<file path="src/hw/nnTypesPkg.sv">
package nnTypesPkg;

	localparam int FEAT_W = 16;
	localparam int ACC_W = 32;
	localparam int ACT_W = 16;
	localparam int FRAC_BITS = 13; // Q13 fixed point.

	localparam int NUM_FEATURES = 8;
	localparam int NUM_HIDDEN = 4;
	localparam int NEURONS_PER_BANK = 2;
	localparam int NUM_CLASSES = 2;

	typedef logic signed [FEAT_W-1:0] featureT;
	typedef logic signed [FEAT_W-1:0] weightT;
	typedef logic signed [ACC_W-1:0] accT; // Wraps, no saturation.
	typedef logic [ACT_W-1:0] actT;
	typedef logic [$clog2(NUM_FEATURES)-1:0] featIdxT;
	typedef logic [$clog2(NUM_CLASSES)-1:0] classT;

	typedef enum logic [1:0] {L_IDLE, L_ACK, L_WAIT_LOW, L_BUSY} loadStateT;

	typedef enum logic [1:0] {B_IDLE, B_MAC, B_ACT, B_DONE} bankStateT;

	typedef enum logic [2:0] {
		H_WAIT,
		H_MAC,
		H_ACT,
		H_DECIDE,
		H_SEND,
		H_RELEASE
	} headStateT;

	// Negative sums clamp to zero, otherwise keep bits 28 down to 13.
	function automatic actT relu(accT sum);
		if (sum[ACC_W-1])
			return '0;
		return sum[FRAC_BITS+ACT_W-1:FRAC_BITS];
	endfunction

endpackage

</file>
<file path="src/hw/nnWeightsPkg.sv">
package nnWeightsPkg;

	import nnTypesPkg::*;

	// Hidden weights, one row per hidden neuron, one column per feature.
	localparam weightT HIDDEN_W [NUM_HIDDEN][NUM_FEATURES] = '{
		'{ 2210, -1475,  3902,   618, -2788,  1344,  4071,  -905},
		'{-3316,  2047,  -612,  5120,  1893, -2450,   730,  3368},
		'{ 1502,  3775, -4210, -1189,  2604,   925, -3031,  1777},
		'{-2583,  -842,  2966,  3410, -1120,  4488,  1356, -2219}
	};

	// Biases sit at the product scale, Q26.
	localparam accT HIDDEN_B [NUM_HIDDEN] = '{
		32'sd6553600,
		-32'sd2457600,
		32'sd4915200,
		32'sd1638400
	};

	// Output weights, one row per class, one column per hidden neuron.
	localparam weightT OUT_W [NUM_CLASSES][NUM_HIDDEN] = '{
		'{ 3120, -1840,  2675,  1408},
		'{-1290,  3455,  1985,  2260}
	};

	localparam accT OUT_B [NUM_CLASSES] = '{
		32'sd819200,
		-32'sd409600
	};

endpackage

</file>
<file path="src/hw/bankIf.sv">
`timescale 1ns/1ps

interface bankIf
	import nnTypesPkg::*;
();

	logic start; // One-cycle pulse.
	featureT feats [NUM_FEATURES];
	actT act [NEURONS_PER_BANK];
	logic done; // Level, held until the next start.

	modport loader (
		output start,
		output feats
	);

	modport bank (
		input start,
		input feats,
		output act,
		output done
	);

	modport head (
		input start,
		input act,
		input done
	);

endinterface

</file>
<file path="src/hw/featureLoader.sv">
`timescale 1ns/1ps

module featureLoader
	import nnTypesPkg::*;
(
	input logic clk,
	input logic reset,
	input logic inReq,
	input featureT inData,
	output logic inAck,
	input logic headIdle,
	bankIf.loader bankA,
	bankIf.loader bankB
);

	loadStateT state;
	featIdxT wrIdx;
	featureT featRegs [NUM_FEATURES];
	logic startReg;
	logic lastFeat;

	assign lastFeat = (wrIdx == featIdxT'(NUM_FEATURES - 1));

	// Both banks see the same feature array.
	assign bankA.start = startReg;
	assign bankB.start = startReg;
	assign bankA.feats = featRegs;
	assign bankB.feats = featRegs;

	always_ff @(posedge clk)
	begin
		if (reset)
		begin
			state <= L_IDLE;
			wrIdx <= '0;
			inAck <= 1'b0;
			startReg <= 1'b0;
		end
		else
		begin
			startReg <= 1'b0;
			case (state)
				L_IDLE:
				begin
					if (inReq)
					begin
						inAck <= 1'b1;
						state <= L_ACK;
					end
				end
				L_ACK, L_WAIT_LOW:
				begin
					if (!inReq)
					begin
						inAck <= 1'b0;
						wrIdx <= wrIdx + 1'b1; // Wraps to 0 after the eighth.
						if (lastFeat)
						begin
							startReg <= 1'b1;
							state <= L_BUSY;
						end
						else
							state <= L_IDLE;
					end
					else
						state <= L_WAIT_LOW;
				end
				L_BUSY:
				begin
					// headIdle is still high while start is out.
					if (headIdle && !startReg)
						state <= L_IDLE;
				end
				default:
					state <= L_IDLE;
			endcase
		end
	end

	always_ff @(posedge clk)
	begin
		if (state == L_IDLE && inReq)
			featRegs[wrIdx] <= inData; // Captured as inAck is raised.
	end

	assert property (@(posedge clk) disable iff (reset) !inReq && !inAck |=> !inAck)
		else $error("inAck rose without inReq");

endmodule

</file>
<file path="src/hw/hiddenBank.sv">
`timescale 1ns/1ps

module hiddenBank
	import nnTypesPkg::*;
	import nnWeightsPkg::*;
(
	input logic clk,
	input logic reset,
	input logic bankSel,
	bankIf.bank bus
);

	bankStateT state;
	featIdxT macIdx;
	logic [1:0] nBase;
	accT acc [NEURONS_PER_BANK];
	actT actRegs [NEURONS_PER_BANK];
	logic doneReg;

	assign nBase = {bankSel, 1'b0}; // First hidden neuron of this bank.

	assign bus.act = actRegs;
	assign bus.done = doneReg;

	always_ff @(posedge clk)
	begin
		if (reset)
		begin
			state <= B_IDLE;
			macIdx <= '0;
			doneReg <= 1'b0;
		end
		else
		begin
			case (state)
				B_MAC:
				begin
					macIdx <= macIdx + 1'b1;
					if (macIdx == featIdxT'(NUM_FEATURES - 1))
						state <= B_ACT;
				end
				B_ACT:
				begin
					doneReg <= 1'b1;
					state <= B_DONE;
				end
				default:
				begin
					// Idle or done, waiting for the loader.
					if (bus.start)
					begin
						macIdx <= '0;
						doneReg <= 1'b0;
						state <= B_MAC;
					end
				end
			endcase
		end
	end

	always_ff @(posedge clk)
	begin
		for (int k = 0; k < NEURONS_PER_BANK; k++)
		begin
			if (bus.start)
				acc[k] <= HIDDEN_B[nBase + k];
			else if (state == B_MAC)
				acc[k] <= acc[k] + accT'(bus.feats[macIdx])
					* accT'(HIDDEN_W[nBase + k][macIdx]);
			if (state == B_ACT)
				actRegs[k] <= relu(acc[k]);
		end
	end

	assert property (@(posedge clk) disable iff (reset) bus.start |=> !bus.done)
		else $error("done still high after start");

	assert property (@(posedge clk) disable iff (reset) bus.start |-> state != B_MAC)
		else $error("start during MAC");

endmodule

</file>
<file path="src/hw/classifierHead.sv">
`timescale 1ns/1ps

module classifierHead
	import nnTypesPkg::*;
	import nnWeightsPkg::*;
(
	input logic clk,
	input logic reset,
	bankIf.head bankA,
	bankIf.head bankB,
	output logic headIdle,
	output logic outReq,
	input logic outAck,
	output actT score0,
	output actT score1,
	output classT classId
);

	headStateT state;
	logic pending; // Banks started, results not yet taken.
	logic [$clog2(NUM_HIDDEN)-1:0] hIdx;
	actT hAct;
	accT acc [NUM_CLASSES];

	assign headIdle = (state == H_WAIT) && !pending;

	// Hidden neurons 2 and 3 come from bank B.
	assign hAct = hIdx[1] ? bankB.act[hIdx[0]] : bankA.act[hIdx[0]];

	always_ff @(posedge clk)
	begin
		if (reset)
		begin
			state <= H_WAIT;
			pending <= 1'b0;
			hIdx <= '0;
			outReq <= 1'b0;
			score0 <= '0;
			score1 <= '0;
			classId <= '0;
		end
		else
		begin
			case (state)
				H_WAIT:
				begin
					if (pending && bankA.done && bankB.done)
					begin
						pending <= 1'b0;
						hIdx <= '0;
						state <= H_MAC;
					end
				end
				H_MAC:
				begin
					hIdx <= hIdx + 1'b1;
					if (hIdx == NUM_HIDDEN - 1)
						state <= H_ACT;
				end
				H_ACT:
				begin
					score0 <= relu(acc[0]);
					score1 <= relu(acc[1]);
					state <= H_DECIDE;
				end
				H_DECIDE:
				begin
					classId <= classT'(score1 > score0); // Ties go to class 0.
					outReq <= 1'b1;
					state <= H_SEND;
				end
				H_SEND:
				begin
					if (outAck)
					begin
						outReq <= 1'b0;
						state <= H_RELEASE;
					end
				end
				H_RELEASE:
				begin
					if (!outAck)
						state <= H_WAIT;
				end
				default:
					state <= H_WAIT;
			endcase
			if (bankA.start)
				pending <= 1'b1; // Both banks start together.
		end
	end

	always_ff @(posedge clk)
	begin
		for (int c = 0; c < NUM_CLASSES; c++)
		begin
			if (state == H_WAIT)
				acc[c] <= OUT_B[c];
			else if (state == H_MAC)
				acc[c] <= acc[c] + accT'(hAct) * accT'(OUT_W[c][hIdx]);
		end
	end

	assert property (@(posedge clk) disable iff (reset)
		outReq && !outAck |=> $stable(score0) && $stable(score1) && $stable(classId))
		else $error("result changed while outReq pending");

endmodule

</file>
<file path="src/hw/neuralLayerTop.sv">
`timescale 1ns/1ps

module neuralLayerTop
	import nnTypesPkg::*;
(
	input logic clk,
	input logic reset,
	input logic inReq,
	input featureT inData,
	output logic inAck,
	output logic outReq,
	input logic outAck,
	output actT score0,
	output actT score1,
	output classT classId
);

	logic headIdle;

	bankIf busA ();
	bankIf busB ();

	featureLoader loader (
		.clk(clk),
		.reset(reset),
		.inReq(inReq),
		.inData(inData),
		.inAck(inAck),
		.headIdle(headIdle),
		.bankA(busA.loader),
		.bankB(busB.loader)
	);

	hiddenBank bankA (
		.clk(clk),
		.reset(reset),
		.bankSel(1'b0), // Hidden neurons 0 and 1.
		.bus(busA.bank)
	);

	hiddenBank bankB (
		.clk(clk),
		.reset(reset),
		.bankSel(1'b1), // Hidden neurons 2 and 3.
		.bus(busB.bank)
	);

	classifierHead head (
		.clk(clk),
		.reset(reset),
		.bankA(busA.head),
		.bankB(busB.head),
		.headIdle(headIdle),
		.outReq(outReq),
		.outAck(outAck),
		.score0(score0),
		.score1(score1),
		.classId(classId)
	);

endmodule

</file>
<file path="config.mk">
export PLATFORM = sky130hd
export DESIGN_NAME = neuralLayerTop
export DESIGN_NICKNAME = d
export VERILOG_FILES = /design/src/hw/nnTypesPkg.sv /design/src/hw/nnWeightsPkg.sv /design/src/hw/bankIf.sv /design/src/hw/featureLoader.sv /design/src/hw/hiddenBank.sv /design/src/hw/classifierHead.sv /design/src/hw/neuralLayerTop.sv
export SDC_FILE = /design/constraint.sdc
export NUM_CORES = 2
export LEC_CHECK = 0
export BUFFER_PORTS_ARGS = -buffer_cell sky130_fd_sc_hd__buf_2
export CORE_MARGIN = 4
export CORE_UTILIZATION = 67
export CTS_CLUSTER_SIZE = 16
export DETAILED_ROUTE_END_ITERATION = 7
export PLACE_DENSITY = 0.9
export SYNTH_ARGS = -nofsm -noshare
export SYNTH_HDL_FRONTEND = slang
export SYNTH_SLANG_ARGS = --single-unit
export TNS_END_PERCENT = 50
</file>
<file path="constraint.sdc">
create_clock -name clk -period 11.17 [get_ports clk]
set_clock_uncertainty 0.05 [all_clocks]
set_input_delay 1.117 -clock clk [delete_from_list [all_inputs] [get_ports clk]]
set_output_delay 1.117 -clock clk [all_outputs]
set_load 0.01 [all_outputs]
</file>
==> flow_metrics.py <==
metrics = {
    "status": {
        "status": "finished with violations",
        "violations": "DRC",
    },
    "drt": {
        "wire_per_inst_um": 23.1,
        "ant_nets": 0,
        "drcViolationCount": 5,
        "viasPerCell": 5.89,
        "routed_wl_um": 219000,
        "first_iter_violations": 5855,
        "dr.pass1.iters": 8,
        "vias": 55800,
    },
    "logic_synthesis": {
        "seq_area_frac_synth": 0.165,
        "synth_simple_gate_area_share": 0.110,
        "synth_xor_area_frac": 0.0239,
        "syn-num-nets": 10200,
        "synth.avg_cell_area_um2": 9.76,
        "synth_compound_area_frac": 0.0453,
        "synth.cell_area_mm2": 0.0772,
        "synth_top_family_by_area": "adder cells",
        "synth_edf_count": 384,
        "ys_seq_elements": 443,
        "synth_top_area_cell": "fa_1",
        "synth-warning-count": 0,
        "synth_mux_area_frac": 0.0248,
        "synth.area.top_cells": "fa_1, edfxtp_1, ha_1",
        "yosysUniqueCellTypes": 67,
        "synth-main-ff-cell": "edfxtp_1",
        "synth.top_cell.area_share": 0.405,
        "synthAdderAreaFrac": 0.515,
        "syn-instance-count": 7918,
        "synthArstFlopShare": 0,
    },
    "worst_setup_path": {
        "cp-end-kind": "flop",
        "reg2reg_depth": 25,
        "worstSetupEndpoint": "bankA.acc[0][31]$_SDFFCE_PN0P_",
        "timing.rr.start": "bankA.macIdx[0]$_SDFFE_PP0P_",
        "cpLargestDelayFamily": "adder cells",
        "crit_start": "bankA.macIdx[0]$_SDFFE_PP0P_",
        "startpoint_type": "flop",
        "ff2ff_setup_slack_ns": 1.78,
        "worstPathRequired_ns": 11.55,
        "cpMostUsedCell": "fa_1",
        "critPathKind": "flop to flop",
        "critPathBufInv": 5,
        "cp_max_fo": 30,
        "cp.arrival_ns": 9.77,
        "cp.depth": 25,
        "critPathMaxStageDelay_ns": 0.99,
        "critPathSlowestCell": "a21boi_0",
        "rr_endpoint": "bankA.acc[0][31]$_SDFFCE_PN0P_",
    },
    "global_routing": {
        "grt_max_degree": 66,
        "grt_pass1_vias": 61600,
        "antenna_found_initial": 13,
        "grt_use_total": 0.373,
        "overflow": 0,
        "grt_pass1_wl_um": 345000,
    },
    "clocking": {
        "cts-buffers-inserted": 53,
        "cts_setup_buffers": 0,
        "clkTransAtPathRegs_ns": 0.06,
        "ctsResizeCount": 0,
        "cts_tree": "done",
        "cts_root_buf": "clkbuf_16",
        "clk_latency_ns": 0.70,
        "cts.sinks": 443,
        "clk_path_buf_depth": 3,
        "cts_hold_buffers": 0,
        "h-tree-depth": 2,
    },
    "power_and_ir_drop": {
        "leakage_nw": 40.9,
        "vdd_drop_max_mv": 0.658,
        "p_total_w": 0.0257,
        "p_per_area_mw_per_mm2": 317,
    },
    "timing": {
        "slew_violations": 0,
        "fin_crit_sh": 0.841,
        "finalHoldWorstSlack_ns": 0.413,
        "tns_ns": 0,
        "finalCriticalPeriod_ns": 9.39,
        "tightest_slew_ns": 1.31,
        "rsz0062_at_grt": "no",
        "hold_violations": 0,
        "setup_violations": 0,
        "fmax_ghz": 0.106,
        "slew_headroom": 0.126,
    },
    "floorplanning": {
        "dieArea_mm2": 0.121,
        "die-width_um": 348,
        "io-pin-count": 55,
        "core-area_mm2": 0.114,
        "die_h_um": 348,
        "start_util": 0.676,
        "placement_rows": 124,
    },
    "place": {
        "place_inst": 9347,
        "io_buffers": 54,
        "gp_congestion": 1.01,
        "dp_hpwl_um": 178000,
    },
    "job": {
        "maxCapViolCount": 0,
    },
    "cells_and_area": {
        "fin_cells": 9461,
        "syn_to_final_growth_pct": 4.97,
        "final_cell_mix": "inv_1, fa_1, nand2_1",
        "mostFrequentLayoutCell": "inv_1",
        "fillCellCount": 7952,
        "layout-drive-gt1-share": 0.0488,
        "final_nets": 10200,
    },
    "hold_path": {
        "worstHoldPathCells": 2,
        "holdCritPathClass": "flop to flop",
    },
}
==> metal layers <==
metal	vias up	GRT usage	part of all wire
met5	-	0	0.00011
met4	4	0.188	0.062
met2	3368	0.589	0.46
met3	882	0.116	0.12
li1	23700	-	-
met1	27800	0.471	0.36
==> cells in the mapped netlist, types with 65 or more instances <==
library cell / count
nor2b_1: 123
clkbuf_1: 210
and2_1: 78
nand2_1: 812
xnor2_1: 130
a21o_1: 78
mux4_2: 65
fa_1: 1562
a21oi_1: 205
o21ai_0: 91
edfxtp_1: 384
inv_1: 2142
nor2_1: 683
ha_1: 679
xor2_1: 81
==> cell families (layout without fill, tap and decap cells) <==
logic type,Yosys count,count (layout)
buf+inv,2386,2403
fa+ha+maj,2241,2241
simple gates,1969,1969
compound gates,560,560
flops,443,443
xor+xnor,211,211
mux,108,108
other cells,0,14
==> cell type report <==
| cell class | count | area, um^2 | share of cell area |
|---|---|---|---|
| repair buffers | 150 | 991 | 0.0122 |
| flip-flops and latches | 443 | 12700 | 0.157 |
| multi-input cells | 5089 | 55600 | 0.686 |
| diodes | 14 | 35.0 | 0.000432 |
| inverters | 2153 | 8080 | 0.0997 |
| clock inverters | 36 | 360 | 0.00444 |
| clock buffers | 64 | 1380 | 0.0170 |
| well taps | 1512 | 1890 | 0.0233 |
==> report_power, final <==
group	leakage (nW)	switching, W	internal, W	total [W]
Sequential	4.07	0.00000889	0.00179	0.00180
Clock	0.845	0.000839	0.000949	0.00179
Combinational	36.0	0.0130	0.00913	0.0221
==> registers in the layout (all words and copies together) (netlist names), 3 cells and up <==
register,cells
head.acc,64
head.score1,16
bankB.acc,64
loader.bankA.feats,128
head.state,3
head.score0,16
bankB.bus.act,32
loader.wrIdx,3
bankA.macIdx,3
bankA.bus.act,32
bankB.macIdx,3
bankA.acc,64
==> stage by stage <==
step	util	setup WS, ns	instance area, um^2
floorplan	-	2.67	77200
global placement	0.694	2.09	79300
detailed placement	0.694	1.92	79300
CTS	0.709	1.86	81000
global route	0.709	1.25	81100
finish	0.709	1.78	81100
==> how the worst min path moves through the flow <==
stage / start / endpoint / slack, ns
after floorplan: loader.state[1]$_SDFFE_PP0P_ / loader.state[1]$_SDFFE_PP0P_ / 0.40
after detailed placement: head.score0[12]$_SDFFE_PP0P_ / head.score0[12]$_SDFFE_PP0P_ / 0.41
after CTS: head.score0[12]$_SDFFE_PP0P_ / head.score0[12]$_SDFFE_PP0P_ / 0.42
after global placement: head.score0[12]$_SDFFE_PP0P_ / head.score0[12]$_SDFFE_PP0P_ / 0.40
after global routing: head.score0[3]$_SDFFE_PP0P_ / head.score0[3]$_SDFFE_PP0P_ / 0.44
final: head.score0[12]$_SDFFE_PP0P_ / head.score0[12]$_SDFFE_PP0P_ / 0.41
==> tightest hold or removal path: stages (launching register included) <==
cell     delay, ns
dfxtp_1       0.31
nand2_1       0.05
a21oi_1       0.05
No activity file was read; power rests on OpenSTA's default activity.
